<file path="config.mk">
export PLATFORM = sky130hd
export DESIGN_NAME = chart_store
export DESIGN_NICKNAME = d
export VERILOG_FILES = /design/src/key_codes.svh /design/src/chart_pkg.sv /design/src/chart_store.sv
export SDC_FILE = /design/constraint.sdc
export NUM_CORES = 1
export LEC_CHECK = 0
export BUFFER_PORTS_ARGS = -buffer_cell sky130_fd_sc_hd__buf_2
export CAP_MARGIN = 10
export CORE_AREA = 4 4 93 95
export DETAILED_ROUTE_END_ITERATION = 8
export DIE_AREA = 0 0 97 99
export PLACE_DENSITY = 0.75
export SYNTH_ARGS = -nofsm -noshare
export SYNTH_HDL_FRONTEND = slang
export SYNTH_SLANG_ARGS = --single-unit
</file>
<file path="constraint.sdc">
create_clock -name prog_clk -period 1.9 [get_ports prog_clk]
set_input_delay 0.38 -clock prog_clk [delete_from_list [all_inputs] [get_ports prog_clk]]
set_output_delay 0.38 -clock prog_clk [all_outputs]
set_load 0.02 [all_outputs]
</file>
<file path="src/key_codes.svh">
`ifndef KEY_CODES_SVH
`define KEY_CODES_SVH

// one-hot arrow key codes, zero means no key
`define UP    4'b1000
`define DOWN  4'b0100
`define LEFT  4'b0010
`define RIGHT 4'b0001

`endif

</file>
<file path="src/chart_pkg.sv">
package chart_pkg;

    localparam int name_len   = 12;
    localparam int num_charts = 4;

    // first character sits in the MSB, matching the screen rows
    typedef logic [0:8*name_len-1] chart_name_t;

    typedef struct packed {
        chart_name_t name;
        logic [15:0] best;
    } chart_info_t;

    localparam chart_name_t blank_name = {name_len{" "}};

    // indexed by chart id, id 0 means no chart
    localparam chart_name_t chart_names [1:num_charts] = '{
        "Neon Drift  ",
        "Paper Moon  ",
        "Clockwork   ",
        "Starfall    "
    };

    localparam logic [15:0] chart_best [1:num_charts] = '{
        16'h3a7c,
        16'h1f02,
        16'h8e41,
        16'h0c95
    };

endpackage

</file>
<file path="src/chart_store.sv">
`timescale 1ns/1ps

module chart_store (
    input  logic                   prog_clk,
    input  logic                   rst,
    input  byte                    menu_id,
    output chart_pkg::chart_info_t menu_info,
    input  byte                    hist_id,
    output chart_pkg::chart_info_t hist_info
);

    function automatic chart_pkg::chart_info_t lookup(input byte id);
        chart_pkg::chart_info_t info;
        info.name = chart_pkg::blank_name;
        info.best = 16'h0000;
        if (id >= 1 && id <= chart_pkg::num_charts) begin
            info.name = chart_pkg::chart_names[id];
            info.best = chart_pkg::chart_best[id];
        end
        return info;
    endfunction

    // menu port
    always_ff @(posedge prog_clk) begin
        if (rst) begin
            menu_info <= '0;
        end else begin
            menu_info <= lookup(menu_id);
        end
    end

    // history port
    always_ff @(posedge prog_clk) begin
        if (rst) begin
            hist_info <= '0;
        end else begin
            hist_info <= lookup(hist_id);
        end
    end

endmodule

</file>
==> impl_results.md <==
- Run status: complete, no violations
- Hold crit path type: input port to register
- Final standard cell utilization of the core: 33.73%
- Wirelength, routed: 5188 um
- Area overhead of the layout relative to synthesis: -4.009%
- Final TNS setup: 0 ns
- Required @ worst endpoint: 2.10 ns
- CTS Buffer Depth: 2
- Kind of start point of the critical path: input port
- Library cells used by synthesis: 20
- Placeable core area: 7727 um^2
- CTS-repair resized insts: 0
- Crit path kind: input port to register
- Area share of the largest cell type after synthesis: 51.71%
- X dimension of the die: 97 um
- Vertical die dimension: 99 um
- Type of element capturing the critical path: register
- Vias per std cell: 3.597
- Biggest area contributors in the synthesized netlist: sky130_fd_sc_hd__buf_4 52%, sky130_fd_sc_hd__dfxtp_1 27%, sky130_fd_sc_hd__nor3_2 3.7%
- Number of global-route vias before repair: 1437
- Number of iterations in the first detailed-routing pass: 4
- Fraction of layout cells with a size suffix above 1: 63.10%
- Arrival @ worst endpoint: 1.72 ns
- Clock tree from TritonCTS: done
- Tot GR Track Use: 9.367%
- Number of storage elements in the synthesis netlist: 37
- Timing-limited maximum frequency: 0.6608 GHz
- Initial antenna violation count: 0
- Number of inserted diodes: 0
- Remaining global-route overflow: 0
- Average wire per cell in the routed design: 11.35 um
- Most numerous cell types in the synthesized netlist: 187 x sky130_fd_sc_hd__buf_4, 37 x sky130_fd_sc_hd__dfxtp_1, 12 x sky130_fd_sc_hd__nor2_2, 10 x sky130_fd_sc_hd__nor3_2
- Mapped Avg Cell Area: 8.990 um^2
- Wire length of the first global-routing pass: 7410 um
- Initial DRC count: 39
- Number of max-cap violations: 0
- Cell type with the largest total area after synthesis: sky130_fd_sc_hd__buf_4
- Minimum period implied by the final worst setup slack: 1.513 ns
- Postcts setup bufs: 0
- # rows: 32
- Port buffer count: 183
- Count of endpoints failing hold in the final timing report: 0
- Dominant cell by count in the synthesized netlist: sky130_fd_sc_hd__buf_4
- Initial core utilization: 35.14%
- Most used DFF post-synth: sky130_fd_sc_hd__dfxtp_1
- Cell count after placement: 449
- H-tree level count: 2
- Pins Over Slew Limit: 0
- Final count of negative-setup-slack endpoints: 0
- I/O pin cnt: 242
- Number of buffers inserted for hold repair after clock tree synthesis: 0
- Worst VDD drop: 0.2229 mV
- Warnings, synthesis: 0
- Number of remaining DRC errors: 0
- Fillcell total: 819
- Async set or reset register ratio after synthesis: 0%
- Count of flip-flops with a built-in enable after synthesis: 0
- Detailed placement HPWL: 4567 um
- Maximum fanout along the worst path: 15
- Setup repair after global routing missed its margin: false
- Period utilisation layout: 79.65%
- Die area: 9603 um^2
- Clock slew seen by the registers of the worst setup and hold paths: 0.07 ns
- Synthesized netlist cell count: 302
- Root Buffer: sky130_fd_sc_hd__clkbuf_8
- Power per Cell Area: 607.9 nW/um^2
- Part of the Yosys area used for sequential elements: 27.28%
- Last weighted congestion value of the routability-driven placer: 0.7483
- Total leakage power: 1.618 nW
- Post-synth design cell area: 2715 um^2
- Clock buffer count from CTS: 5
- Via count: 1644
- Post-detailed-route count of antenna-violating nets: 0
- Overall power: 1.584 mW
- Number of sinks driven by the clock tree: 37
- Nets: 372
- Worst hold slack after final layout: 0.3436 ns
- Count of placed standard cells in the final layout, fillers left out: 457
- Maximum number of pins on one net before global-route repair: 19
==> metal layers <==
| metal | share of wire, % | GRT usage (%) | vias to the layer above |
|---|---|---|---|
| met2 | 54 | 17.30 | 121 |
| li1 | - | - | 788 |
| met4 | 1.1 | 3.888 | 0 |
| met3 | 13 | 2.760 | 5 |
| met5 | 0 | 0 | - |
| met1 | 32 | 9.915 | 730 |
==> kinds of logic (layout without fill, tap and decap cells) <==
group                     after synthesis  in the layout  share of synthesized area, %
xor gates and xnor gates                8              8                         2.580
and+or+nand+nor                        44             44                         11.06
DFF                                    37             37                         27.28
AOI/OAI and AO/OA                      14             14                         3.963
other                                   1             58                        0.1381
buffers and inverters                 198            194                         54.98
==> final timing paths <==
| path | start | end | cells after the start |
|---|---|---|---|
| setup / recovery | menu_id[7] | menu_info[108] | 5 |
| hold / removal | hist_id[3] | hist_info[109] | 2 |
==> sequential cells by signal (all words and copies together) (netlist names) <==
register,flops
menu_info,19
hist_info,18
==> worst max-delay path: stages <==
cell and delay, ns:
sky130_fd_sc_hd__buf_2 0.10, sky130_fd_sc_hd__or4_4 0.53, sky130_fd_sc_hd__or3_1 0.37, sky130_fd_sc_hd__buf_12 0.18
sky130_fd_sc_hd__nor3_2 0.16
==> layout make-up <==
cell class              instances  area, um^2  share of cell area, %
repair buffers                185       955.9                  36.68
multi-input cells             124       695.7                  26.69
clock inverters                 2       10.01                 0.3841
flip-flops and latches         37       740.7                  28.42
clock buffers                   6       72.57                  2.784
inverters                       1       3.754                 0.1440
well taps                     102       127.6                  4.897
==> placed cells by master, fill, tap and decap left out <==
cell type	count
sky130_fd_sc_hd__xnor2_1	4
sky130_fd_sc_hd__or3_1	2
sky130_fd_sc_hd__clkbuf_1	1
sky130_fd_sc_hd__conb_1	58
sky130_fd_sc_hd__a21oi_2	8
sky130_fd_sc_hd__nand2_1	2
sky130_fd_sc_hd__clkinv_2	2
sky130_fd_sc_hd__buf_2	183
sky130_fd_sc_hd__nand3b_1	2
sky130_fd_sc_hd__xor2_1	4
sky130_fd_sc_hd__nor2_1	8
sky130_fd_sc_hd__dfxtp_1	37
sky130_fd_sc_hd__nand2b_1	6
sky130_fd_sc_hd__or4_4	2
sky130_fd_sc_hd__a21oi_1	4
sky130_fd_sc_hd__clkbuf_8	5
sky130_fd_sc_hd__buf_12	2
sky130_fd_sc_hd__o31a_1	2
sky130_fd_sc_hd__nor3_2	10
sky130_fd_sc_hd__inv_1	1
sky130_fd_sc_hd__nor2_2	12
==> stage by stage <==
stage                     setup WS [ns]  cell area (um^2)
after floorplan                  0.2451              2929
after global placement           0.1358              2524
after detailed placement        0.09487              2524
after CTS                        0.3161              2606
after global routing             0.2243              2606
final                            0.3866              2606
==> report_power, final <==
group	total [mW]	switching (mW)	internal (mW)
clock	0.508	0.254	0.254
combinational	0.282	0.223	0.0595
sequential	0.794	0.00836	0.786
total	1.58	0.485	1.10
(Power assumes the default switching activity.)
